$ cat src/vdc_defines.svh
`ifndef VDC_DEFINES_SVH
`define VDC_DEFINES_SVH

// --------------------
// Bus widths
// --------------------
`define VDC_DATA_W      8       // CPU data bus
`define VDC_REG_W       7       // Direct register number
`define VDC_SEL_W       6       // Indirect register select, written through R0 of the bus

// --------------------
// Palette
// --------------------
`define VDC_PAL_SIZE    16      // Entries per channel
`define VDC_IDX_W       4       // RGBI colour index
`define VDC_RED_BASE    7'd64   // R64..R79
`define VDC_GREEN_BASE  7'd80   // R80..R95
`define VDC_BLUE_BASE   7'd96   // R96..R111

// --------------------
// Magic values
// --------------------
`define VDC_TT8BG_KEY   8'h74   // R38 value that switches extended mode on
`define VDC_IRQ_OFF     16'hFFFF // Interrupt position not in use
`define VDC_ALL_ONES    8'hFF   // Status, undecoded and hidden reads

`endif
$ cat src/vdc_pkg.sv
package vdc_pkg;

	// Register numbers decoded by the register file
	typedef enum logic [6:0] {
		REG_HT        = 7'd0,   // Horizontal total
		REG_HP        = 7'd2,   // Horizontal sync position
		REG_SYNCW     = 7'd3,   // Vertical / horizontal sync width
		REG_VT        = 7'd4,   // Vertical total
		REG_VP        = 7'd7,   // Vertical sync position
		REG_CTV       = 7'd9,   // Character total vertical
		REG_CTH       = 7'd22,  // Character total horizontal in high nibble
		REG_POL       = 7'd37,  // Sync polarity
		REG_MODE      = 7'd38,  // Extended mode key
		REG_COL       = 7'd39,  // Current column, read only
		REG_PIX       = 7'd40,  // Current pixel in cell, read only
		REG_ROW       = 7'd41,  // Current row, read only
		REG_LINE      = 7'd42,  // Current line in cell, read only
		REG_IRQ_ROW   = 7'd43,  // Raster interrupt row
		REG_IRQ_LINE  = 7'd44,  // Raster interrupt line
		REG_IRQ_COL   = 7'd45,  // Column interrupt column
		REG_IRQ_PIX   = 7'd46   // Column interrupt pixel
	} vdc_reg_e;

	typedef enum logic [1:0] {
		CH_RED,
		CH_GREEN,
		CH_BLUE
	} pal_chan_e;

	// Timing and mode settings, register file to beam counters
	typedef struct packed {
		logic [7:0]  ht;          // Columns per scan line minus 1
		logic [7:0]  hp;          // Column where hsync starts
		logic [7:0]  vt;          // Rows per frame minus 1
		logic [7:0]  vp;          // Row that carries vsync
		logic [3:0]  hw;          // Hsync width in columns
		logic [3:0]  vw;          // Vsync width in lines
		logic [3:0]  cth;         // Pixels per cell minus 1
		logic [4:0]  ctv;         // Lines per cell minus 1
		logic        hspol;
		logic        vspol;
		logic        tt8bg;       // Extended mode
		logic [15:0] irq_raster;  // Row in high byte, line in low byte
		logic [15:0] irq_column;  // Column in high byte, pixel in low byte
	} beam_cfg_t;

	typedef struct packed {
		logic [7:0] col;
		logic [3:0] pixel;
		logic [7:0] row;
		logic [4:0] line;
	} beam_pos_t;

	typedef struct packed {
		logic       valid;
		pal_chan_e  chan;
		logic [3:0] index;
		logic [7:0] value;
	} pal_wr_t;

	typedef struct packed {
		logic [7:0] red;
		logic [7:0] green;
		logic [7:0] blue;
	} rgb_t;

endpackage

$ cat src/vdc_top.sv
module vdc_top (
	input  logic          clk,
	input  logic          reset,
	input  logic          cs,           // Chip select
	input  logic          we,           // Write enable
	input  logic [7:0]    db_in,
	input  logic [6:0]    direct_reg,   // 0 selects, 1 goes through the select, others are direct
	input  logic [3:0]    rgbi,         // From the pixel generator
	output logic [7:0]    db_out,
	output logic          hsync,
	output logic          vsync,
	output logic          irq,
	output vdc_pkg::rgb_t rgb
);

	vdc_pkg::beam_cfg_t cfg;
	vdc_pkg::beam_pos_t pos;
	vdc_pkg::pal_wr_t   pal_wr;

	vdc_regs i_regs (
		.clk        (clk),
		.reset      (reset),
		.cs         (cs),
		.we         (we),
		.db_in      (db_in),
		.direct_reg (direct_reg),
		.pos        (pos),
		.db_out     (db_out),
		.cfg        (cfg),
		.pal_wr     (pal_wr)
	);

	vdc_beam i_beam (
		.clk   (clk),
		.reset (reset),
		.cfg   (cfg),
		.pos   (pos),
		.hsync (hsync),
		.vsync (vsync),
		.irq   (irq)
	);

	vdc_palette i_palette (
		.clk    (clk),
		.reset  (reset),
		.pal_wr (pal_wr),
		.rgbi   (rgbi),
		.rgb    (rgb)
	);

endmodule

$ cat src/vdc_palette.sv
`include "vdc_defines.svh"

module vdc_palette (
	input  logic                  clk,
	input  logic                  reset,
	input  vdc_pkg::pal_wr_t      pal_wr,
	input  logic [`VDC_IDX_W-1:0] rgbi,
	output vdc_pkg::rgb_t         rgb
);

	vdc_pkg::rgb_t pal [`VDC_PAL_SIZE];

	// Power-on RGBI colours
	function automatic vdc_pkg::rgb_t default_rgb(input int idx);
		case (idx)
			0:       default_rgb = 24'h000000;  // Black
			1:       default_rgb = 24'h555555;  // Dark grey
			2:       default_rgb = 24'h00007F;  // Dark blue
			3:       default_rgb = 24'h0000FF;  // Light blue
			4:       default_rgb = 24'h007F00;  // Dark green
			5:       default_rgb = 24'h00FF00;  // Light green
			6:       default_rgb = 24'h007F7F;  // Dark cyan
			7:       default_rgb = 24'h00FFFF;  // Light cyan
			8:       default_rgb = 24'h7F0000;  // Dark red
			9:       default_rgb = 24'hFF0000;  // Light red
			10:      default_rgb = 24'h3F003F;  // Dark magenta
			11:      default_rgb = 24'hFF00FF;  // Light magenta
			12:      default_rgb = 24'h3F3F00;  // Dark yellow
			13:      default_rgb = 24'hFFFF00;  // Light yellow
			14:      default_rgb = 24'hAAAAAA;  // Light grey
			default: default_rgb = 24'hFFFFFF;  // White
		endcase
	endfunction

	always_ff @(posedge clk) begin
		if (reset) begin
			for (int i = 0; i < `VDC_PAL_SIZE; i++) begin
				pal[i] <= default_rgb(i);
			end
		end else if (pal_wr.valid) begin
			case (pal_wr.chan)      // One channel of one entry per write
				vdc_pkg::CH_RED:   pal[pal_wr.index].red   <= pal_wr.value;
				vdc_pkg::CH_GREEN: pal[pal_wr.index].green <= pal_wr.value;
				vdc_pkg::CH_BLUE:  pal[pal_wr.index].blue  <= pal_wr.value;
				default: ;
			endcase
		end
	end

	always_ff @(posedge clk) begin
		rgb <= pal[rgbi];   // One cycle behind rgbi
	end

endmodule

$ cat src/vdc_beam.sv
`include "vdc_defines.svh"

module vdc_beam (
	input  logic               clk,
	input  logic               reset,
	input  vdc_pkg::beam_cfg_t cfg,
	output vdc_pkg::beam_pos_t pos,
	output logic               hsync,
	output logic               vsync,
	output logic               irq
);

	logic       pix_end;    // Last pixel of the cell
	logic       col_end;    // Last column of the scan line
	logic       line_end;   // Last line of the cell
	logic       row_end;    // Last row of the frame
	logic       step_line;
	logic       step_row;
	logic [8:0] hs_stop;    // First column past hsync
	logic       hs_raw;
	logic       vs_raw;
	logic       irq_v;
	logic       irq_h;
	logic       irq_any;    // One position unused, either hit fires

	// Compare with >= so a shrunk total wraps at once
	assign pix_end   = (pos.pixel >= cfg.cth);
	assign col_end   = (pos.col >= cfg.ht);
	assign line_end  = (pos.line >= cfg.ctv);
	assign row_end   = (pos.row >= cfg.vt);
	assign step_line = pix_end & col_end;
	assign step_row  = step_line & line_end;

	// --------------------
	// Beam counters
	// --------------------
	always_ff @(posedge clk) begin
		if (reset) begin
			pos <= '0;
		end else begin
			pos.pixel <= pix_end ? 4'd0 : pos.pixel + 4'd1;
			if (pix_end) begin
				pos.col <= col_end ? 8'd0 : pos.col + 8'd1;
			end
			if (pos.line > cfg.ctv) begin
				pos.line <= '0;     // Resync after ctv was lowered mid cell
			end else if (step_line) begin
				pos.line <= line_end ? 5'd0 : pos.line + 5'd1;
			end
			if (step_row) begin
				pos.row <= row_end ? 8'd0 : pos.row + 8'd1;
			end
		end
	end

	// --------------------
	// Sync and interrupt
	// --------------------
	assign hs_stop = {1'b0, cfg.hp} + {5'd0, cfg.hw};
	assign hs_raw  = (pos.col >= cfg.hp) && ({1'b0, pos.col} < hs_stop);
	assign vs_raw  = (pos.row == cfg.vp) && (pos.line < {1'b0, cfg.vw});

	assign irq_v = cfg.tt8bg && (pos.row == cfg.irq_raster[15:8]) &&
	               (pos.line == cfg.irq_raster[4:0]);
	assign irq_h = cfg.tt8bg && (pos.col == cfg.irq_column[15:8]) &&
	               (pos.pixel == cfg.irq_column[3:0]);
	assign irq_any = (cfg.irq_raster == `VDC_IRQ_OFF) || (cfg.irq_column == `VDC_IRQ_OFF);

	always_ff @(posedge clk) begin
		if (reset) begin
			hsync <= 1'b0;
			vsync <= 1'b0;
			irq   <= 1'b0;
		end else begin
			hsync <= hs_raw ^ cfg.hspol;
			vsync <= vs_raw ^ cfg.vspol;
			irq   <= irq_any ? (irq_v | irq_h) : (irq_v & irq_h);   // Both set means an exact pixel
		end
	end

	// Counters stay in range except right after a register write
	a_pixel_range: assert property (@(posedge clk) disable iff (reset)
		!$changed(cfg) |-> pos.pixel <= cfg.cth);

	a_line_range: assert property (@(posedge clk) disable iff (reset)
		!$changed(cfg) |-> pos.line <= cfg.ctv);

endmodule

$ cat src/vdc_regs.sv
`include "vdc_defines.svh"

module vdc_regs (
	input  logic                    clk,
	input  logic                    reset,
	input  logic                    cs,
	input  logic                    we,
	input  logic [`VDC_DATA_W-1:0]  db_in,
	input  logic [`VDC_REG_W-1:0]   direct_reg,
	input  vdc_pkg::beam_pos_t      pos,
	output logic [`VDC_DATA_W-1:0]  db_out,
	output vdc_pkg::beam_cfg_t      cfg,
	output vdc_pkg::pal_wr_t        pal_wr
);

	logic [`VDC_SEL_W-1:0]  sel;        // Indirect register select
	logic [`VDC_REG_W-1:0]  target;     // Register the cycle acts on
	logic [`VDC_REG_W-1:0]  pal_off;    // Offset from the channel base
	logic [`VDC_DATA_W-1:0] rd_val;
	logic                   wr_cyc;
	logic                   rd_cyc;
	logic                   sel_cyc;    // Direct register 0 addresses the select / status
	logic                   pal_hit;

	assign wr_cyc  = cs & we;
	assign rd_cyc  = cs & ~we;
	assign sel_cyc = (direct_reg == '0);

	// Direct numbers only reach the registers in extended mode, R1 keeps the indirect path
	assign target = (direct_reg == `VDC_REG_W'(1) || !cfg.tt8bg) ? {1'b0, sel} : direct_reg;

	// --------------------
	// Register writes
	// --------------------
	always_ff @(posedge clk) begin
		if (reset) begin
			sel            <= '0;
			cfg            <= '0;               // Timing cleared, polarity normal, extended off
			cfg.irq_raster <= `VDC_IRQ_OFF;
			cfg.irq_column <= `VDC_IRQ_OFF;
		end else if (wr_cyc) begin
			if (sel_cyc) begin
				sel <= db_in[`VDC_SEL_W-1:0];
			end else begin
				case (target)
					vdc_pkg::REG_HT:       cfg.ht <= db_in;
					vdc_pkg::REG_HP:       cfg.hp <= db_in;
					vdc_pkg::REG_SYNCW: begin
						cfg.vw <= db_in[7:4];
						cfg.hw <= db_in[3:0];
					end
					vdc_pkg::REG_VT:       cfg.vt <= db_in;
					vdc_pkg::REG_VP:       cfg.vp <= db_in;
					vdc_pkg::REG_CTV:      cfg.ctv <= db_in[4:0];
					vdc_pkg::REG_CTH:      cfg.cth <= db_in[7:4];     // Low nibble not kept
					vdc_pkg::REG_POL: begin
						cfg.hspol <= db_in[7];
						cfg.vspol <= db_in[6];
					end
					vdc_pkg::REG_MODE:     cfg.tt8bg <= (db_in == `VDC_TT8BG_KEY);  // Any other value leaves extended mode
					vdc_pkg::REG_IRQ_ROW:  cfg.irq_raster[15:8] <= db_in;
					vdc_pkg::REG_IRQ_LINE: cfg.irq_raster[7:0]  <= db_in;
					vdc_pkg::REG_IRQ_COL:  cfg.irq_column[15:8] <= db_in;
					vdc_pkg::REG_IRQ_PIX:  cfg.irq_column[7:0]  <= db_in;
					default: ;                                        // Read-only or not kept
				endcase
			end
		end
	end

	// --------------------
	// Read-back
	// --------------------
	always_comb begin
		rd_val = `VDC_ALL_ONES;
		if (!sel_cyc) begin
			case (target)
				vdc_pkg::REG_HT:    rd_val = cfg.ht;
				vdc_pkg::REG_HP:    rd_val = cfg.hp;
				vdc_pkg::REG_SYNCW: rd_val = {cfg.vw, cfg.hw};
				vdc_pkg::REG_VT:    rd_val = cfg.vt;
				vdc_pkg::REG_VP:    rd_val = cfg.vp;
				vdc_pkg::REG_CTV:   rd_val = {3'b111, cfg.ctv};
				vdc_pkg::REG_CTH:   rd_val = {cfg.cth, 4'hF};
				vdc_pkg::REG_POL:   rd_val = {cfg.hspol, cfg.vspol, 6'h3F};
				default:            rd_val = `VDC_ALL_ONES;
			endcase
			// Extension registers are hidden until the key is written
			if (cfg.tt8bg) begin
				case (target)
					vdc_pkg::REG_MODE:     rd_val = `VDC_TT8BG_KEY;
					vdc_pkg::REG_COL:      rd_val = pos.col;
					vdc_pkg::REG_PIX:      rd_val = {4'hF, pos.pixel};
					vdc_pkg::REG_ROW:      rd_val = pos.row;
					vdc_pkg::REG_LINE:     rd_val = {3'b111, pos.line};
					vdc_pkg::REG_IRQ_ROW:  rd_val = cfg.irq_raster[15:8];
					vdc_pkg::REG_IRQ_LINE: rd_val = cfg.irq_raster[7:0];
					vdc_pkg::REG_IRQ_COL:  rd_val = cfg.irq_column[15:8];
					vdc_pkg::REG_IRQ_PIX:  rd_val = cfg.irq_column[7:0];
					default: ;
				endcase
			end
		end
	end

	always_ff @(posedge clk) begin
		if (rd_cyc) begin
			db_out <= rd_val;   // Held until the next read
		end
	end

	// --------------------
	// Palette requests
	// --------------------
	assign pal_hit = wr_cyc && !sel_cyc && target >= `VDC_RED_BASE &&
	                 target < (`VDC_BLUE_BASE + `VDC_REG_W'(`VDC_PAL_SIZE));

	always_comb begin
		pal_wr  = '0;
		pal_off = target - `VDC_RED_BASE;
		if (target >= `VDC_BLUE_BASE) begin
			pal_wr.chan = vdc_pkg::CH_BLUE;
			pal_off     = target - `VDC_BLUE_BASE;
		end else if (target >= `VDC_GREEN_BASE) begin
			pal_wr.chan = vdc_pkg::CH_GREEN;
			pal_off     = target - `VDC_GREEN_BASE;
		end else begin
			pal_wr.chan = vdc_pkg::CH_RED;
		end
		pal_wr.valid = pal_hit;
		pal_wr.index = pal_off[`VDC_IDX_W-1:0];
		pal_wr.value = db_in;
	end

	// Numbers above 63 only come from direct_reg, which extended mode gates
	a_pal_wr_ext: assert property (@(posedge clk) disable iff (reset)
		pal_wr.valid |-> cfg.tt8bg);

endmodule

$ cat config.mk
export PLATFORM = sky130hd
export DESIGN_NAME = vdc_top
export DESIGN_NICKNAME = d
export VERILOG_FILES = /design/src/vdc_pkg.sv /design/src/vdc_top.sv /design/src/vdc_palette.sv /design/src/vdc_beam.sv /design/src/vdc_regs.sv
export VERILOG_INCLUDE_DIRS = /design/src
export SDC_FILE = /design/constraint.sdc
export NUM_CORES = 1
export LEC_CHECK = 0
export BUFFER_PORTS_ARGS = -buffer_cell sky130_fd_sc_hd__buf_2
export CAP_MARGIN = 15
export CORE_MARGIN = 2
export CORE_UTILIZATION = 64
export CTS_BUF_LIST = sky130_fd_sc_hd__clkbuf_4
export CTS_CLUSTER_DIAMETER = 40
export DETAILED_ROUTE_END_ITERATION = 10
export PLACE_DENSITY = 0.81
export SLEW_MARGIN = 25
export SYNTH_ARGS = -nofsm -noshare
export SYNTH_HDL_FRONTEND = slang
export SYNTH_SLANG_ARGS = --single-unit
$ cat constraint.sdc
create_clock -name clk -period 5.8 [get_ports clk]
set_input_delay 1.45 -clock clk [delete_from_list [all_inputs] [get_ports clk]]
set_output_delay 1.45 -clock clk [all_outputs]
set_load 0.1 [all_outputs]
==> results of run 1 <==
## metal layers
layer  track usage, %  up-vias  wire length, um
li1                 -     7972                -
met1             43.3     8931            25000
met3             7.21      228             7320
met2             54.2     1217            32700
met5                0        -               21
met4             14.3        4             2920
## worst min-delay path: cells and delay by family (launching register included)
kind / cells / cell delay, ns
flops: 1 / 0.32
compound gates: 1 / 0.05
simple gates: 1 / 0.06
## synth_stat cells (13+ instances only)
library cell | number | area share, %
nor4_1 | 13 | 0.31
xor2_1 | 29 | 0.98
nor2_1 | 105 | 1.5
dfxtp_1 | 142 | 11
nand4_1 | 32 | 0.77
nand3_1 | 42 | 0.81
and2_1 | 155 | 3.7
mux4_2 | 120 | 10
ha_1 | 51 | 2.5
a21o_1 | 13 | 0.38
clkbuf_1 | 140 | 2.0
o21ai_0 | 54 | 1.0
edfxtp_1 | 392 | 45
a21oi_1 | 39 | 0.75
a211o_1 | 20 | 0.67
mux2i_1 | 48 | 1.8
a22oi_1 | 16 | 0.46
and3_1 | 21 | 0.51
nand2_1 | 105 | 1.5
a22o_1 | 13 | 0.44
buf_2 | 21 | 0.40
nor3_1 | 72 | 1.4
nand2b_1 | 14 | 0.34
or3_1 | 145 | 3.5
inv_1 | 46 | 0.66
xnor2_1 | 31 | 1.0
## sequential cells by signal (all words and copies together), names as in the netlist
register and flops:
i_beam.hsync 1, i_beam.irq 1, i_beam.pos 25, i_beam.vsync 1
i_palette.pal 384, i_palette.rgb 24, i_regs.cfg 84, i_regs.db_out 8
i_regs.sel 6
## power groups by stage
stage / registers [mW] / logic [mW] / clock network [mW]
after detailed placement: 4.40 / 0.784 / 0
after global placement: 4.39 / 0.769 / 0
after global routing: 4.33 / 0.829 / 3.44
after CTS: 4.32 / 0.787 / 3.26
final: 4.32 / 0.792 / 3.22
after floorplan: 4.57 / 0.378 / 0
## cell families after synthesis
family                   Yosys count  share of synthesized area [%]
adder cells (fa/ha/maj)           53                           2.57
flip-flops                       534                           56.2
multiplexers                     171                           12.4
AND/OR/NAND/NOR                  774                           16.8
XOR/XNOR                          60                           2.02
buffers and inverters            224                           3.46
AO/OA/AOI/OAI                    232                           6.56
## stage by stage
step | std cells | util [%] | hold slack (ns) | instance area (sq um)
finish | 2768 | 71.4 | 0.478 | 28500
CTS | 2766 | 71.4 | 0.478 | 28500
global placement | 2521 | 67.0 | 0.473 | 26800
global route | 2767 | 71.4 | 0.506 | 28500
detailed placement | 2521 | 67.0 | 0.480 | 26800
floorplan | 2048 | - | 0.442 | 26000
## worst max path at each step
stage | to | slack (ns) | depth (start not counted)
2_1_floorplan | i_palette.pal[0][10] | 1.74 | 8
5_1_grt | i_regs.db_out[6] | 1.74 | 8
3_5_place_dp | i_palette.pal[9][3] | 0.99 | 7
4_1_cts | i_palette.pal[9][1] | 1.87 | 7
6_report | i_palette.pal[13][5] | 1.81 | 7
3_3_place_gp | i_regs.db_out[6] | 1.16 | 8
## area by class of cell
cell class                      instances  area, sq um
Tap cell                              525          657
Fill cell                            2621        11400
Antenna cell                            2         5.00
Multi-Input combinational cell       1290        10500
Sequential cell                       534        14600
Clock buffer                          196         1470
Timing Repair Buffer                  124          825
Inverter                               48          180
Clock inverter                         49          279
==> results.sh, run 1 <==
export IMPL_post_drt_wl_per_cell_um=24.5
export IMPL_hold_class="reg2reg"
export IMPL_reg2reg_depth=7
export IMPL_post_cts_resized=0
export IMPL_synth_net_count=2123
export IMPL_die_area_sq_mm=0.0422
export IMPL_worstHoldStart="i_regs.cfg[46]"
export IMPL_crit_chain="buf_2 -> or4_4 -> o41ai_4 -> a32o_1 -> nand2_1 -> o21ai_0 -> buf_4"
export IMPL_hpwl_um=44900
export IMPL_synth_seq_cells=534
export IMPL_cts_buffers=138
export IMPL_syn_area_sq_mm=0.0260
export IMPL_irDropWorstVdd_v=0.000187
export IMPL_die_h_um=205
export IMPL_drv_slew=0
export IMPL_layout_cells_most_common="edfxtp_1"
export IMPL_clock_sinks=534
export IMPL_path_delay_family="compound AO/OA/AOI/OAI gates"
export IMPL_globalRouteOverflowTotal=0
export IMPL_layout_setup_ws_ns=1.81
export IMPL_area_growth_pct=9.70
export IMPL_seqPwrFrac_pct=51.8
export IMPL_die_w_um=205
export IMPL_dp_slack_ns=0.994
export IMPL_arrival_ns=4.52
export IMPL_finalClockSkew_ns=0.0760
export IMPL_first_global_vias=18300
export IMPL_drt_wl_total_um=67900
export IMPL_drt_iter0_drc=2369
export IMPL_hold_end="i_regs.cfg[46]"
export IMPL_switching_share_pct=26.2
export IMPL_cts_max_path_buffers=3
export IMPL_leakagePower_nw=9.65
export IMPL_final_cell_mix="edfxtp_1 (392), clkbuf_4 (196), and2_1 (155)"
export IMPL_hold_depth=2
export IMPL_crit_path_start_kind="input port"
export IMPL_vias=18400
export IMPL_p_switching_mw=2.19
export IMPL_r2r_end="i_regs.db_out[6]"
export IMPL_grt_setup_unrepaired="false"
export IMPL_cts_root_buf="clkbuf_4"
export IMPL_dr_pass1_iters=8
export IMPL_io_pins=58
export IMPL_cts_tree="yes"
export IMPL_tightest_slew_ns=1.00
export IMPL_clock_latency_ns=0.84
export IMPL_r2r_slack_ns=1.91
export IMPL_hold_buffers=0
export IMPL_slowest_stage="nand2_1"
export IMPL_syn_inst=2048
export IMPL_rows=73
export IMPL_ys_flop_type="edfxtp_1"
export IMPL_slowest_delay_ns=0.62
export IMPL_worstSetupPathType="in2reg"
export IMPL_core_area_sq_mm=0.0399
export IMPL_drtAntennaViolNets=0
export IMPL_critPathCaptureType="register"
export IMPL_required_ns=6.33
export IMPL_setup_violations=0
export IMPL_grt_pass1_wl_um=105000
export IMPL_globalplace_congestion=0.996
export IMPL_startpoint="direct_reg[1]"
export IMPL_r2r_start="i_regs.cfg[32]"
export IMPL_status="finished, final reports clean"
export IMPL_finalCritPeriodShare_pct=68.9
export IMPL_drive_gt1_share_pct=22.9
export IMPL_path_buf_inv=2
export IMPL_relSlewSlack_pct=32.6
export IMPL_track_usage_pct=33.2
export IMPL_fmax_mhz=250
export IMPL_start_util_pct=65.1
export IMPL_ys_seq_area_share_pct=56.2
export IMPL_intPower_mw=6.14
export IMPL_ys_warn_count=0
export IMPL_grt_max_degree=92
export IMPL_synth_edff_count=392
export IMPL_fin_nets=2211
export IMPL_portBuffers=57
export IMPL_ys_types=85
export IMPL_cap_violations=0
export IMPL_p_per_area_mw_per_mm2=292
export IMPL_cp_max_fo=18
export IMPL_antenna_found_initial=3
export IMPL_finalPower_mw=8.33
export IMPL_avgViaCountPerCell=6.63
export IMPL_clkPwrFrac_pct=38.7
export IMPL_combPwrFrac_pct=9.5
export IMPL_cts_setup_buffers=0
export IMPL_cts_max_level=4
export IMPL_async_reset_ff_share_pct=0
export IMPL_syn_avg_cell_area_sq_um=12.7
export IMPL_fin_crit_ns=3.99
export IMPL_hold_violations=0
export IMPL_clk_pin_slew_ns=0.06
export IMPL_remaining_drc_errors=0
export IMPL_finalSetupTns_ns=0
(Power assumes the default switching activity.)
==> run 2: changes to the inputs <==
- clock period: 5.8 -> 4 ns (I/O delays scaled with it)
==> run 2 against run 1 <==
Clock power is 40% higher. Worst hold slack worse by 0.0057 ns. Sequential share of layout area is 0.71 points lower. Power is 44% higher. Design area is 1.4% higher. Sequential cell count stayed put. Global-route usage is 0.98 points higher. Combinational power is 52% higher. Final cell count is 1.6% higher. Non-clock buffer count is 57 higher. Die area stayed put.
==> results.sh, run 2 (same netlist as run 1, synthesis figures left out) <==
export IMPL_status="finished, final reports clean"
export IMPL_cap_violations=0
export IMPL_rows=73
export IMPL_cp_depth=9
export IMPL_slowest_delay_ns=0.66
export IMPL_fmax_mhz=305
export IMPL_dpl_instance_area_sq_mm=0.0272
export IMPL_layout_setup_ws_ns=0.721
export IMPL_fin_nets=2266
export IMPL_grt_max_degree=97
export IMPL_drt_wl_total_um=69700
export IMPL_cts_tree="yes"
export IMPL_slowest_stage="dfxtp_1"
export IMPL_instances_no_fill=2813
export IMPL_crit_chain="nor3b_1 -> a31oi_1 -> and2_1 -> buf_4 -> nor3_4 -> buf_4 -> a221o_1 -> nor3_1 -> a32oi_1"
export IMPL_reg_top3="i_palette.pal: 384 flops, i_regs.cfg: 84 flops, i_beam.pos: 25 flops"
export IMPL_required_ns=4.58
export IMPL_hpwl_um=46400
export IMPL_remaining_drc_errors=0
export IMPL_cts_setup_buffers=0
export IMPL_hold_violations=0
export IMPL_path_delay_family="simple AND/OR/NAND/NOR gates"
export IMPL_top_register="i_palette.pal"
export IMPL_leakagePower_nw=9.95
export IMPL_startpoint="i_regs.cfg[32]"
export IMPL_drv_slew=0
export IMPL_first_global_vias=18600
export IMPL_drtAntennaViolNets=0
export IMPL_hold_class="reg2reg"
export IMPL_endpoint="i_regs.db_out[0]"
export IMPL_layout_cells_most_common="edfxtp_1"
export IMPL_tightest_slew_ns=1.09
export IMPL_grt_pass1_wl_um=108000
export IMPL_setup_violations=0
export IMPL_cp_max_fo=15
export IMPL_drt_iter0_drc=2212
export IMPL_cts_max_level=4
export IMPL_portBuffers=57
export IMPL_dp_cells=2578
export IMPL_r2r_end="i_regs.db_out[0]"
export IMPL_r2r_start="i_regs.cfg[32]"
export IMPL_finalCritPeriodShare_pct=82.0
export IMPL_area_growth_pct=11.2
export IMPL_antenna_found_initial=2
export IMPL_crit_path_start_kind="register"
export IMPL_p_per_area_mw_per_mm2=414
export IMPL_clock_sinks=534
export IMPL_dr_pass1_iters=7
export IMPL_path_common_cell="buf_4"
export IMPL_irDropWorstVdd_v=0.000266
export IMPL_clk_pin_slew_ns=0.07
export IMPL_avgViaCountPerCell=6.57
export IMPL_cts_max_path_buffers=3
export IMPL_post_drt_wl_per_cell_um=24.8
export IMPL_fin_crit_ns=3.28
export IMPL_vias=18500
export IMPL_io_pins=58
export IMPL_hold_buffers=0
export IMPL_dp_slack_ns=0.205
export IMPL_path_buf_inv=2
export IMPL_die_w_um=205
export IMPL_clock_latency_ns=0.84
export IMPL_final_cell_mix="edfxtp_1 (392), clkbuf_4 (203), and2_1 (155)"
export IMPL_track_usage_pct=34.2
export IMPL_drive_gt1_share_pct=25.1
export IMPL_critPathCaptureType="register"
export IMPL_die_h_um=205
export IMPL_finalClockSkew_ns=0.0638
export IMPL_start_util_pct=65.1
export IMPL_reg2reg_depth=9
export IMPL_core_area_sq_mm=0.0399
export IMPL_post_cts_resized=0
export IMPL_grt_setup_unrepaired="false"
export IMPL_largest_reg_flops=384
export IMPL_worstSetupPathType="reg2reg"
export IMPL_cts_root_buf="clkbuf_4"
export IMPL_r2r_slack_ns=0.72
export IMPL_globalRouteOverflowTotal=0
export IMPL_arrival_ns=3.86
export IMPL_globalplace_congestion=0.955
export IMPL_die_area_sq_mm=0.0422
export IMPL_cts_buffers=136
export IMPL_finalSetupTns_ns=0
export IMPL_finalInstanceArea_sq_mm=0.0289
export IMPL_relSlewSlack_pct=27.2
run 2: metrics by stage:
| step | hold WS [ns] | utilization (%) | power, mW |
|---|---|---|---|
| after floorplan | 0.442 | - | 7.18 |
| after global placement | 0.460 | 68.2 | 7.51 |
| after detailed placement | 0.461 | 68.2 | 7.55 |
| after CTS | 0.470 | 72.4 | 12.0 |
| after global routing | 0.500 | 72.4 | 12.4 |
| final | 0.472 | 72.4 | 12.0 |
run 2: final cells by class:
type,count,area (sq um)
Sequential cell,534,14600
Fill cell,2579,11000
Multi-Input combinational cell,1290,10500
Clock buffer,203,1520
Timing Repair Buffer,181,1300
Tap cell,525,657
Inverter,48,180
Clock inverter,31,150
Antenna cell,1,2.50
run 2: worst min path at each step:
| stage | startpoint | end | slack, ns | depth (start not counted) |
|---|---|---|---|---|
| after CTS | i_regs.cfg[45] | i_regs.cfg[45] | 0.47 | 2 |
| after global placement | i_regs.cfg[45] | i_regs.cfg[45] | 0.46 | 2 |
| after floorplan | i_regs.cfg[44] | i_regs.cfg[44] | 0.44 | 2 |
| after global routing | i_regs.cfg[45] | i_regs.cfg[45] | 0.50 | 2 |
| final | i_regs.cfg[45] | i_regs.cfg[45] | 0.47 | 2 |
| after detailed placement | i_regs.cfg[45] | i_regs.cfg[45] | 0.46 | 2 |
run 2: metal layers:
layer / part of all wire [%] / vias to the layer above / global-route usage (%)
li1: - / 8076 / -
met3: 9.9 / 225 / 6.45
met4: 4.7 / 2 / 17.2
met1: 36 / 8958 / 43.9
met5: 0.019 / - / 0
met2: 49 / 1214 / 56.1
run 2: power breakdown:
group / total [mW] / internal, mW / switching [mW]
clock network: 4.52 / 2.38 / 2.15
logic: 1.20 / 0.375 / 0.828
registers: 6.24 / 6.15 / 0.0908
run 2: worst min-delay path, stage by stage, from the launching register on:
cell and delay (ns):
dfxtp_1 0.32, nand2_1 0.06, a21oi_1 0.05
